==> config.mk <==
export PLATFORM = sky130hd
export DESIGN_NAME = cpu_top
export DESIGN_NICKNAME = d
export VERILOG_FILES = /design/src/rtl/cpu_pkg.sv /design/src/rtl/instr_decode.sv /design/src/rtl/reg_file.sv /design/src/rtl/alu_exec.sv /design/src/rtl/retire_stage.sv /design/src/rtl/cpu_top.sv
export VERILOG_INCLUDE_DIRS = /design/src /design/src/rtl
export SDC_FILE = /design/constraint.sdc
export NUM_CORES = 2
export LEC_CHECK = 0
export BUFFER_PORTS_ARGS = -buffer_cell sky130_fd_sc_hd__buf_2
export CORE_MARGIN = 10
export CORE_UTILIZATION = 69
export CTS_CLUSTER_SIZE = 30
export DETAILED_ROUTE_END_ITERATION = 6
export PLACE_DENSITY = 0.86
export SKIP_CTS_REPAIR_TIMING = 1
export SYNTH_ARGS = -nofsm -noshare
export SYNTH_HDL_FRONTEND = slang
export SYNTH_SLANG_ARGS = --single-unit
export TNS_END_PERCENT = 30
==> constraint.sdc <==
create_clock -name clk -period 10.9 [get_ports clk]
set_clock_uncertainty 0.1 [all_clocks]
set_input_delay 1.635 -clock clk [delete_from_list [all_inputs] [get_ports clk]]
set_output_delay 1.635 -clock clk [all_outputs]
set_load 0.005 [all_outputs]
==> src/rtl/cpu_cfg.svh <==
`ifndef CPU_CFG_SVH
`define CPU_CFG_SVH

// data and pc width.
`define CPU_XLEN          32

// architectural register file.
`define CPU_REG_ADDR_W    5
`define CPU_NUM_REGS      32

// pc of the first instruction after reset.
`define CPU_RESET_PC      0

// pc increment per accepted instruction.
`define CPU_PC_STEP       4

// width of the retired instruction counter.
`define CPU_RETIRE_CNT_W  16

`endif

==> src/rtl/cpu_pkg.sv <==
package cpu_pkg;

    // major opcodes executed by the core.
    typedef enum logic [6:0] {
        OPC_OP     = 7'b0110011,
        OPC_OP_IMM = 7'b0010011,
        OPC_LUI    = 7'b0110111
    } opcode_e;

    // alu operations.
    // pass_b forwards operand b, used by lui and by no-write instructions.
    typedef enum logic [3:0] {
        ALU_ADD    = 4'd0,
        ALU_SUB    = 4'd1,
        ALU_AND    = 4'd2,
        ALU_OR     = 4'd3,
        ALU_XOR    = 4'd4,
        ALU_SLL    = 4'd5,
        ALU_SRL    = 4'd6,
        ALU_SRA    = 4'd7,
        ALU_SLT    = 4'd8,
        ALU_SLTU   = 4'd9,
        ALU_PASS_B = 4'd10
    } alu_op_e;

endpackage

==> src/rtl/instr_decode.sv <==
`timescale 1ns/1ps
`include "cpu_cfg.svh"

module instr_decode (
    input  logic                       clk,
    input  logic                       rstn,
    input  logic                       instr_valid,
    input  logic [31:0]                instr,
    output logic                       dec_valid,
    output logic [`CPU_XLEN-1:0]       dec_pc,
    output logic [`CPU_REG_ADDR_W-1:0] dec_rs1,
    output logic [`CPU_REG_ADDR_W-1:0] dec_rs2,
    output logic [`CPU_REG_ADDR_W-1:0] dec_rd,
    output logic [`CPU_XLEN-1:0]       dec_imm,
    output logic                       dec_use_imm,
    output cpu_pkg::alu_op_e           dec_alu_op,
    output logic                       dec_we
);

    localparam logic [`CPU_XLEN-1:0] RESET_PC = `CPU_RESET_PC;
    localparam logic [`CPU_XLEN-1:0] PC_STEP  = `CPU_PC_STEP;

    cpu_pkg::opcode_e             opcode;
    logic [2:0]                   funct3;
    logic                         funct7_b5;
    logic [`CPU_REG_ADDR_W-1:0]   rd_field;
    cpu_pkg::alu_op_e             alu_op_nxt;
    logic [`CPU_XLEN-1:0]         imm_nxt;
    logic                         use_imm_nxt;
    logic                         supported;
    logic [`CPU_XLEN-1:0]         pc_cnt;

    // funct3 to alu operation, shared by reg-reg and reg-imm forms.
    // alt is funct7 bit 5; it selects sub only for the reg-reg form.
    function automatic cpu_pkg::alu_op_e map_funct3(input logic [2:0] f3,
                                                    input logic       alt,
                                                    input logic       is_reg);
        cpu_pkg::alu_op_e op;
        case (f3)
            3'b000:  op = (alt && is_reg) ? cpu_pkg::ALU_SUB : cpu_pkg::ALU_ADD;
            3'b001:  op = cpu_pkg::ALU_SLL;
            3'b010:  op = cpu_pkg::ALU_SLT;
            3'b011:  op = cpu_pkg::ALU_SLTU;
            3'b100:  op = cpu_pkg::ALU_XOR;
            3'b101:  op = alt ? cpu_pkg::ALU_SRA : cpu_pkg::ALU_SRL;
            3'b110:  op = cpu_pkg::ALU_OR;
            default: op = cpu_pkg::ALU_AND;
        endcase
        return op;
    endfunction

    assign opcode    = cpu_pkg::opcode_e'(instr[6:0]);
    assign funct3    = instr[14:12];
    assign funct7_b5 = instr[30];
    assign rd_field  = instr[11:7];

    always_comb begin
        alu_op_nxt  = cpu_pkg::ALU_PASS_B;
        imm_nxt     = '0;
        use_imm_nxt = 1'b1;
        supported   = 1'b0;
        case (opcode)
            cpu_pkg::OPC_OP: begin
                supported   = 1'b1;
                use_imm_nxt = 1'b0;
                alu_op_nxt  = map_funct3(funct3, funct7_b5, 1'b1);
            end
            cpu_pkg::OPC_OP_IMM: begin
                supported  = 1'b1;
                alu_op_nxt = map_funct3(funct3, funct7_b5, 1'b0);
                // shifts take the 5-bit shamt, the rest a sign-extended imm.
                if (funct3 == 3'b001 || funct3 == 3'b101) begin
                    imm_nxt = {{(`CPU_XLEN-5){1'b0}}, instr[24:20]};
                end else begin
                    imm_nxt = {{(`CPU_XLEN-12){instr[31]}}, instr[31:20]};
                end
            end
            cpu_pkg::OPC_LUI: begin
                supported = 1'b1;
                imm_nxt   = {instr[31:12], 12'b0};
            end
            default: begin
                // anything else retires without a write.
                supported = 1'b0;
            end
        endcase
    end

    // next pc, one step per accepted instruction.
    always_ff @(posedge clk or negedge rstn) begin
        if (!rstn) begin
            pc_cnt <= RESET_PC;
        end else if (instr_valid) begin
            pc_cnt <= pc_cnt + PC_STEP;
        end
    end

    always_ff @(posedge clk or negedge rstn) begin
        if (!rstn) begin
            dec_valid <= 1'b0;
            dec_we    <= 1'b0;
        end else begin
            dec_valid <= instr_valid;
            dec_we    <= instr_valid && supported && (rd_field != '0);
        end
    end

    // decoded payload.
    always_ff @(posedge clk) begin
        if (instr_valid) begin
            dec_pc      <= pc_cnt;
            dec_rs1     <= instr[19:15];
            dec_rs2     <= instr[24:20];
            dec_rd      <= rd_field;
            dec_imm     <= imm_nxt;
            dec_use_imm <= use_imm_nxt;
            dec_alu_op  <= alu_op_nxt;
        end
    end

endmodule

==> src/rtl/reg_file.sv <==
`timescale 1ns/1ps
`include "cpu_cfg.svh"

module reg_file (
    input  logic                       clk,
    input  logic                       rstn,
    input  logic [`CPU_REG_ADDR_W-1:0] rd_addr_a,
    input  logic [`CPU_REG_ADDR_W-1:0] rd_addr_b,
    output logic [`CPU_XLEN-1:0]       rd_data_a,
    output logic [`CPU_XLEN-1:0]       rd_data_b,
    input  logic                       wr_en,
    input  logic [`CPU_REG_ADDR_W-1:0] wr_addr,
    input  logic [`CPU_XLEN-1:0]       wr_data
);

    logic [`CPU_XLEN-1:0] regs [`CPU_NUM_REGS];

    // x0 is never written, the decoder drops those writes.
    always_ff @(posedge clk or negedge rstn) begin
        if (!rstn) begin
            for (int i = 0; i < `CPU_NUM_REGS; i++) begin
                regs[i] <= '0;
            end
        end else if (wr_en) begin
            regs[wr_addr] <= wr_data;
        end
    end

    // combinational read ports.
    assign rd_data_a = regs[rd_addr_a];
    assign rd_data_b = regs[rd_addr_b];

endmodule

==> src/rtl/alu_exec.sv <==
`timescale 1ns/1ps
`include "cpu_cfg.svh"

module alu_exec (
    input  logic [`CPU_XLEN-1:0] rs1_data,
    input  logic [`CPU_XLEN-1:0] rs2_data,
    input  logic [`CPU_XLEN-1:0] imm,
    input  logic                 use_imm,
    input  cpu_pkg::alu_op_e     alu_op,
    output logic [`CPU_XLEN-1:0] alu_result
);

    logic [`CPU_XLEN-1:0] op_b;
    logic [4:0]           shamt;
    logic                 lt_s;
    logic                 lt_u;

    // operand b from the immediate or rs2.
    assign op_b  = use_imm ? imm : rs2_data;
    assign shamt = op_b[4:0];

    assign lt_s = $signed(rs1_data) < $signed(op_b);
    assign lt_u = rs1_data < op_b;

    always_comb begin
        case (alu_op)
            cpu_pkg::ALU_ADD:    alu_result = rs1_data + op_b;
            cpu_pkg::ALU_SUB:    alu_result = rs1_data - op_b;
            cpu_pkg::ALU_AND:    alu_result = rs1_data & op_b;
            cpu_pkg::ALU_OR:     alu_result = rs1_data | op_b;
            cpu_pkg::ALU_XOR:    alu_result = rs1_data ^ op_b;
            cpu_pkg::ALU_SLL:    alu_result = rs1_data << shamt;
            cpu_pkg::ALU_SRL:    alu_result = rs1_data >> shamt;
            cpu_pkg::ALU_SRA:    alu_result = $unsigned($signed(rs1_data) >>> shamt);
            cpu_pkg::ALU_SLT:    alu_result = {{(`CPU_XLEN-1){1'b0}}, lt_s};
            cpu_pkg::ALU_SLTU:   alu_result = {{(`CPU_XLEN-1){1'b0}}, lt_u};
            cpu_pkg::ALU_PASS_B: alu_result = op_b;
            default:             alu_result = op_b;
        endcase
    end

endmodule

==> src/rtl/retire_stage.sv <==
`timescale 1ns/1ps
`include "cpu_cfg.svh"

module retire_stage (
    input  logic                         clk,
    input  logic                         rstn,
    input  logic                         dec_valid,
    input  logic                         dec_we,
    input  logic [`CPU_REG_ADDR_W-1:0]   dec_rd,
    input  logic [`CPU_XLEN-1:0]         dec_pc,
    input  logic [`CPU_XLEN-1:0]         alu_result,
    output logic                         wr_en,
    output logic [`CPU_REG_ADDR_W-1:0]   wr_addr,
    output logic [`CPU_XLEN-1:0]         wr_data,
    output logic                         retire_valid,
    output logic                         retire_we,
    output logic [`CPU_XLEN-1:0]         retire_pc,
    output logic [`CPU_REG_ADDR_W-1:0]   retire_rd,
    output logic [`CPU_XLEN-1:0]         retire_data,
    output logic [`CPU_RETIRE_CNT_W-1:0] retire_count
);

    // register file write lands on the same edge as the retire record.
    assign wr_en   = dec_valid && dec_we;
    assign wr_addr = dec_rd;
    assign wr_data = alu_result;

    always_ff @(posedge clk or negedge rstn) begin
        if (!rstn) begin
            retire_valid <= 1'b0;
            retire_we    <= 1'b0;
            retire_count <= '0;
        end else begin
            retire_valid <= dec_valid;
            retire_we    <= wr_en;
            // wraps at the counter width.
            if (dec_valid) begin
                retire_count <= retire_count + 1'b1;
            end
        end
    end

    // retire record payload.
    always_ff @(posedge clk) begin
        if (dec_valid) begin
            retire_pc   <= dec_pc;
            retire_rd   <= dec_rd;
            retire_data <= alu_result;
        end
    end

endmodule

==> src/rtl/cpu_top.sv <==
`timescale 1ns/1ps
`include "cpu_cfg.svh"

module cpu_top (
    input  logic                         clk,
    input  logic                         rstn,
    input  logic                         instr_valid,
    input  logic [31:0]                  instr,
    output logic                         retire_valid,
    output logic                         retire_we,
    output logic [`CPU_XLEN-1:0]         retire_pc,
    output logic [`CPU_REG_ADDR_W-1:0]   retire_rd,
    output logic [`CPU_XLEN-1:0]         retire_data,
    output logic [`CPU_RETIRE_CNT_W-1:0] retire_count
);

    // decode stage outputs.
    logic                       dec_valid;
    logic [`CPU_XLEN-1:0]       dec_pc;
    logic [`CPU_REG_ADDR_W-1:0] dec_rs1;
    logic [`CPU_REG_ADDR_W-1:0] dec_rs2;
    logic [`CPU_REG_ADDR_W-1:0] dec_rd;
    logic [`CPU_XLEN-1:0]       dec_imm;
    logic                       dec_use_imm;
    cpu_pkg::alu_op_e           dec_alu_op;
    logic                       dec_we;

    // operands and result.
    logic [`CPU_XLEN-1:0]       rs1_data;
    logic [`CPU_XLEN-1:0]       rs2_data;
    logic [`CPU_XLEN-1:0]       alu_result;

    // register file write port.
    logic                       wr_en;
    logic [`CPU_REG_ADDR_W-1:0] wr_addr;
    logic [`CPU_XLEN-1:0]       wr_data;

    instr_decode u_instr_decode (
        .clk         (clk),
        .rstn        (rstn),
        .instr_valid (instr_valid),
        .instr       (instr),
        .dec_valid   (dec_valid),
        .dec_pc      (dec_pc),
        .dec_rs1     (dec_rs1),
        .dec_rs2     (dec_rs2),
        .dec_rd      (dec_rd),
        .dec_imm     (dec_imm),
        .dec_use_imm (dec_use_imm),
        .dec_alu_op  (dec_alu_op),
        .dec_we      (dec_we)
    );

    reg_file u_reg_file (
        .clk       (clk),
        .rstn      (rstn),
        .rd_addr_a (dec_rs1),
        .rd_addr_b (dec_rs2),
        .rd_data_a (rs1_data),
        .rd_data_b (rs2_data),
        .wr_en     (wr_en),
        .wr_addr   (wr_addr),
        .wr_data   (wr_data)
    );

    alu_exec u_alu_exec (
        .rs1_data   (rs1_data),
        .rs2_data   (rs2_data),
        .imm        (dec_imm),
        .use_imm    (dec_use_imm),
        .alu_op     (dec_alu_op),
        .alu_result (alu_result)
    );

    retire_stage u_retire_stage (
        .clk          (clk),
        .rstn         (rstn),
        .dec_valid    (dec_valid),
        .dec_we       (dec_we),
        .dec_rd       (dec_rd),
        .dec_pc       (dec_pc),
        .alu_result   (alu_result),
        .wr_en        (wr_en),
        .wr_addr      (wr_addr),
        .wr_data      (wr_data),
        .retire_valid (retire_valid),
        .retire_we    (retire_we),
        .retire_pc    (retire_pc),
        .retire_rd    (retire_rd),
        .retire_data  (retire_data),
        .retire_count (retire_count)
    );

endmodule

==> impl_metrics.prom <==
# TYPE chip_impl_metric gauge
chip_impl_metric{name="num_vias",unit=""} 62300
chip_impl_metric{name="die_height",unit="um"} 338
chip_impl_metric{name="drive_above_1_share",unit="%"} 16.8
chip_impl_metric{name="place.gp.congestion",unit=""} 1.11
chip_impl_metric{name="dp.cells",unit=""} 7707
chip_impl_info{name="critical_path.startpoint",value="u_instr_decode.dec_rs2[0]$_DFFE_PP_"} 1
chip_impl_info{name="violations_in_the_final_reports",value="design-rule violations"} 1
chip_impl_info{name="hp-class",value="flop to flop"} 1
chip_impl_metric{name="setup-tns-final",unit="ns"} 0
chip_impl_metric{name="layout.area.seq",unit="mm^2"} 0.0314
chip_impl_metric{name="cts.path.max_buffers",unit=""} 3
chip_impl_metric{name="core_area",unit="mm^2"} 0.100
chip_impl_metric{name="hold_viol",unit=""} 0
chip_impl_info{name="ctsRootBufferMaster",value="sky130_fd_sc_hd__clkbuf_16"} 1
chip_impl_metric{name="time_the_worst_path_needs_with_i_o_delays_and_setup",unit="ns"} 9.19
chip_impl_metric{name="violation_count_after_the_first_detailed_route_iteration",unit=""} 11900
chip_impl_info{name="reg2reg_to",value="u_reg_file.regs[765]$_DFFE_PN0P_"} 1
chip_impl_metric{name="vdd_ir_drop_max",unit="V"} 0.000190
chip_impl_metric{name="count_of_input_and_output_buffers",unit=""} 119
chip_impl_info{name="reg2reg_from",value="u_instr_decode.dec_rs2[0]$_DFFE_PP_"} 1
chip_impl_metric{name="start_util",unit="%"} 69.6
chip_impl_metric{name="die_area",unit="mm^2"} 0.114
chip_impl_metric{name="totalWireLength",unit="mm"} 275
chip_impl_metric{name="timing.final.ws_setup",unit="ns"} 1.71
chip_impl_metric{name="power.static_leakage",unit="nW"} 33.2
chip_impl_metric{name="ff2ff_setup_slack",unit="ns"} 1.71
chip_impl_metric{name="pin_count",unit=""} 122
chip_impl_metric{name="synthToLayoutAreaGrowth",unit="%"} 7.63
chip_impl_info{name="top_signal_layer_used",value="met5"} 1
chip_impl_metric{name="max_freq",unit="MHz"} 109
chip_impl_metric{name="synthesis.yosys.warnings",unit=""} 0
chip_impl_metric{name="die_w",unit="um"} 338
chip_impl_metric{name="worstMarginPinSlew",unit="ns"} 1.36
chip_impl_metric{name="global_route_congestion_overflow_total",unit=""} 0
chip_impl_metric{name="finalHoldWorstSlack",unit="ns"} 0.321
chip_impl_metric{name="grt_pass1_vias",unit=""} 61700
chip_impl_metric{name="drt-met1-wl",unit="mm"} 89.7
chip_impl_metric{name="power.density_cell_area",unit="mW/mm^2"} 149
chip_impl_metric{name="antenna_found_initial",unit=""} 20
chip_impl_info{name="timing.setup.critical_path_class",value="flop to flop"} 1
chip_impl_metric{name="wl_met2",unit="mm"} 113
chip_impl_metric{name="worstSkewPairLatency",unit="ns"} 0.77
chip_impl_metric{name="detail_route.drc_violations",unit=""} 7
chip_impl_metric{name="area_used_by_multi_input_combinational_logic",unit="mm^2"} 0.0356
chip_impl_metric{name="fin_cells",unit=""} 7941
chip_impl_metric{name="drv_slew",unit=""} 0
chip_impl_metric{name="syn-instance-count",unit=""} 6689
chip_impl_metric{name="grt_max_degree",unit=""} 169
chip_impl_metric{name="dp.final_hpwl",unit="mm"} 166
chip_impl_metric{name="clkSlewWorstSetupHoldPaths",unit="ns"} 0.07
chip_impl_metric{name="fill_count",unit=""} 6178
chip_impl_metric{name="clock_tree.htree_level_count",unit=""} 3
chip_impl_metric{name="finalCritPeriodShare",unit="%"} 84.3
chip_impl_metric{name="worst_r2r_path_depth",unit=""} 22
chip_impl_metric{name="worst_ep_arrival_time",unit="ns"} 9.67
chip_impl_metric{name="synthesis.area_per_instance",unit="um^2"} 10.4
chip_impl_metric{name="layout.nets",unit=""} 6608
chip_impl_info{name="layout.cells.most_common",value="sky130_fd_sc_hd__nand2_1"} 1
chip_impl_info{name="crit_path_end",value="u_reg_file.regs[765]$_DFFE_PN0P_"} 1
chip_impl_metric{name="slew_margin_rel",unit="%"} 9.37
chip_impl_metric{name="synth-seq-area-share",unit="%"} 44.9
chip_impl_metric{name="gr-usage-all-layers",unit="%"} 47.7
chip_impl_metric{name="drt_pass1_iterations",unit=""} 7
chip_impl_metric{name="std_cell_rows",unit=""} 116
chip_impl_info{name="cts_tree",value="built"} 1
chip_impl_info{name="critPathCaptureType",value="flop"} 1
chip_impl_metric{name="finish.utilization",unit="%"} 74.9
chip_impl_metric{name="dpl_worst_slack",unit="ns"} 2.30
chip_impl_metric{name="wire_length_of_the_first_global_routing_pass",unit="mm"} 401
chip_impl_metric{name="clock_sink_count",unit=""} 1223
chip_impl_metric{name="wl_cell",unit="um"} 34.6
chip_impl_metric{name="vias_per_cell",unit=""} 7.85
chip_impl_metric{name="synth_edf_count",unit=""} 149
chip_impl_metric{name="yosys_register_bits",unit=""} 1223
chip_impl_metric{name="max_cap_violations",unit=""} 0
chip_impl_metric{name="whs_path_depth",unit=""} 0
chip_impl_metric{name="cts_inserted_buffers",unit=""} 117
chip_impl_metric{name="final_setup_violation_count",unit=""} 0
chip_impl_info{name="run_status",value="complete, but fails checks"} 1
chip_impl_info{name="most-common-layout-cells",value="sky130_fd_sc_hd__nand2_1, sky130_fd_sc_hd__dfrtp_1, sky130_fd_sc_hd__o21ai_0, sky130_fd_sc_hd__mux2i_1, sky130_fd_sc_hd__mux4_2"} 1
chip_impl_metric{name="cp_data_required_time",unit="ns"} 11.37
chip_impl_metric{name="async_flop_share",unit="%"} 87.8
chip_impl_info{name="crit_path_start_kind",value="flop"} 1
chip_impl_metric{name="met3_wirelength",unit="mm"} 47.1
chip_impl_metric{name="synth_area",unit="mm^2"} 0.0698
chip_impl_metric{name="critical_path_peak_fanout",unit=""} 114
chip_impl_info{name="rsz_0062_raised_after_global_routing",value="no"} 1
chip_impl_info{name="synth-main-ff-cell",value="sky130_fd_sc_hd__dfrtp_1"} 1
chip_impl_metric{name="netlist-cell-type-count",unit=""} 109
chip_impl_metric{name="ant_nets",unit=""} 0
## metrics by stage
step	cell area, um^2	power [mW]
finish	75100	11.2
global route	75100	11.4
CTS	75100	11.0
detailed placement	70900	6.70
global placement	70900	6.68
floorplan	69800	6.00
## power breakdown
part	internal (mW)	leakage, nW	switching [mW]
Sequential	4.72	16.5	0.109
Combinational	0.549	14.7	1.35
Clock	2.52	2.05	1.93
## worst max-delay path, stage by stage, from the launching register on
cell	delay, ns
sky130_fd_sc_hd__edfxtp_1	0.40
sky130_fd_sc_hd__buf_12	0.43
sky130_fd_sc_hd__buf_12	0.61
sky130_fd_sc_hd__buf_4	0.70
sky130_fd_sc_hd__mux4_2	0.60
sky130_fd_sc_hd__mux4_2	0.48
sky130_fd_sc_hd__mux2i_1	0.16
sky130_fd_sc_hd__nor2_1	0.11
sky130_fd_sc_hd__a21oi_1	0.44
sky130_fd_sc_hd__ha_1	0.33
sky130_fd_sc_hd__inv_1	0.16
sky130_fd_sc_hd__a21oi_1	0.25
sky130_fd_sc_hd__nand3_1	0.17
sky130_fd_sc_hd__a2111oi_0	0.93
sky130_fd_sc_hd__o41ai_1	0.18
sky130_fd_sc_hd__buf_4	0.22
sky130_fd_sc_hd__a31oi_1	0.36
sky130_fd_sc_hd__o21ai_0	0.15
sky130_fd_sc_hd__o211ai_1	0.14
sky130_fd_sc_hd__xnor2_1	0.14
sky130_fd_sc_hd__nor2_1	0.07
sky130_fd_sc_hd__o22ai_2	1.00
sky130_fd_sc_hd__o21ai_0	0.31
## worst min path at each step
stage | from | endpoint | slack (ns)
CTS | u_instr_decode.dec_pc[15]$_DFFE_PP_ | u_retire_stage.retire_pc[15]$_DFFE_PP_ | 0.32
finish | u_instr_decode.dec_pc[15]$_DFFE_PP_ | u_retire_stage.retire_pc[15]$_DFFE_PP_ | 0.32
detailed placement | u_instr_decode.dec_pc[27]$_DFFE_PP_ | u_retire_stage.retire_pc[27]$_DFFE_PP_ | 0.31
global placement | u_instr_decode.dec_pc[26]$_DFFE_PP_ | u_retire_stage.retire_pc[26]$_DFFE_PP_ | 0.30
global route | u_instr_decode.dec_pc[4]$_DFFE_PP_ | u_retire_stage.retire_pc[4]$_DFFE_PP_ | 0.33
floorplan | u_instr_decode.dec_pc[10]$_DFFE_PP_ | u_retire_stage.retire_pc[10]$_DFFE_PP_ | 0.30
## sequential cells by signal (all words and copies together) (netlist names), 4 cells and up
name	count
u_instr_decode.pc_cnt	30
u_instr_decode.dec_rs2	5
u_reg_file.regs	1024
u_instr_decode.dec_alu_op	4
u_instr_decode.dec_imm	32
u_instr_decode.dec_rd	5
u_instr_decode.dec_rs1	5
u_retire_stage.retire_rd	5
u_instr_decode.dec_pc	30
u_retire_stage.retire_pc	30
u_retire_stage.retire_data	32
u_retire_stage.retire_count	16
## kinds of logic (layout without fill, tap and decap cells)
family / after synthesis / count (layout) / share of synthesized area, %
AO/OA/AOI/OAI: 1809 / 1809 / 15.5
XOR/XNOR: 59 / 59 / 0.740
adder cells (fa/ha/maj): 104 / 104 / 1.89
buffers and inverters: 724 / 606 / 4.70
flip-flops: 1223 / 1223 / 44.9
multiplexers: 1061 / 1061 / 21.8
other: 1 / 14 / 0.00537
AND/OR/NAND/NOR: 1708 / 1708 / 10.4
## synth_stat cells, types with 39 or more instances
library cell / instances / area [um^2]
sky130_fd_sc_hd__a22oi_1: 148 / 1110
sky130_fd_sc_hd__buf_4: 51 / 383
sky130_fd_sc_hd__buf_2: 113 / 566
sky130_fd_sc_hd__xnor2_1: 43 / 377
sky130_fd_sc_hd__clkbuf_1: 376 / 1410
sky130_fd_sc_hd__o31ai_1: 41 / 308
sky130_fd_sc_hd__o21ai_0: 920 / 4600
sky130_fd_sc_hd__inv_1: 119 / 447
sky130_fd_sc_hd__a21oi_1: 207 / 1040
sky130_fd_sc_hd__mux2_2: 149 / 1680
sky130_fd_sc_hd__nand3_1: 103 / 515
sky130_fd_sc_hd__o22ai_1: 128 / 801
sky130_fd_sc_hd__nor3_1: 52 / 260
sky130_fd_sc_hd__edfxtp_1: 149 / 4470
sky130_fd_sc_hd__dfrtp_1: 1074 / 26900
sky130_fd_sc_hd__mux4_2: 354 / 7970
sky130_fd_sc_hd__a21o_1: 39 / 293
sky130_fd_sc_hd__mux2i_1: 557 / 5580
sky130_fd_sc_hd__nor2_1: 217 / 815
sky130_fd_sc_hd__nand2_1: 1128 / 4230
sky130_fd_sc_hd__ha_1: 102 / 1280
## metal layers
metal,vias up,global-route usage [%]
met5,-,0.0868
met4,10,33.6
met3,1925,22.1
met2,6442,66.3
met1,29900,58.4
li1,24100,-
## cell type report
cell class	instances	area share [%]
Timing Repair Buffer	255	2.32
Antenna cell	12	0.0400
Clock buffer	152	4.41
Sequential cell	1223	41.7
Inverter	129	0.656
Clock inverter	70	1.14
Tap cell	1357	2.26
Multi-Input combinational cell	4743	47.4
Note: power is estimated with default switching activity, not from simulation.
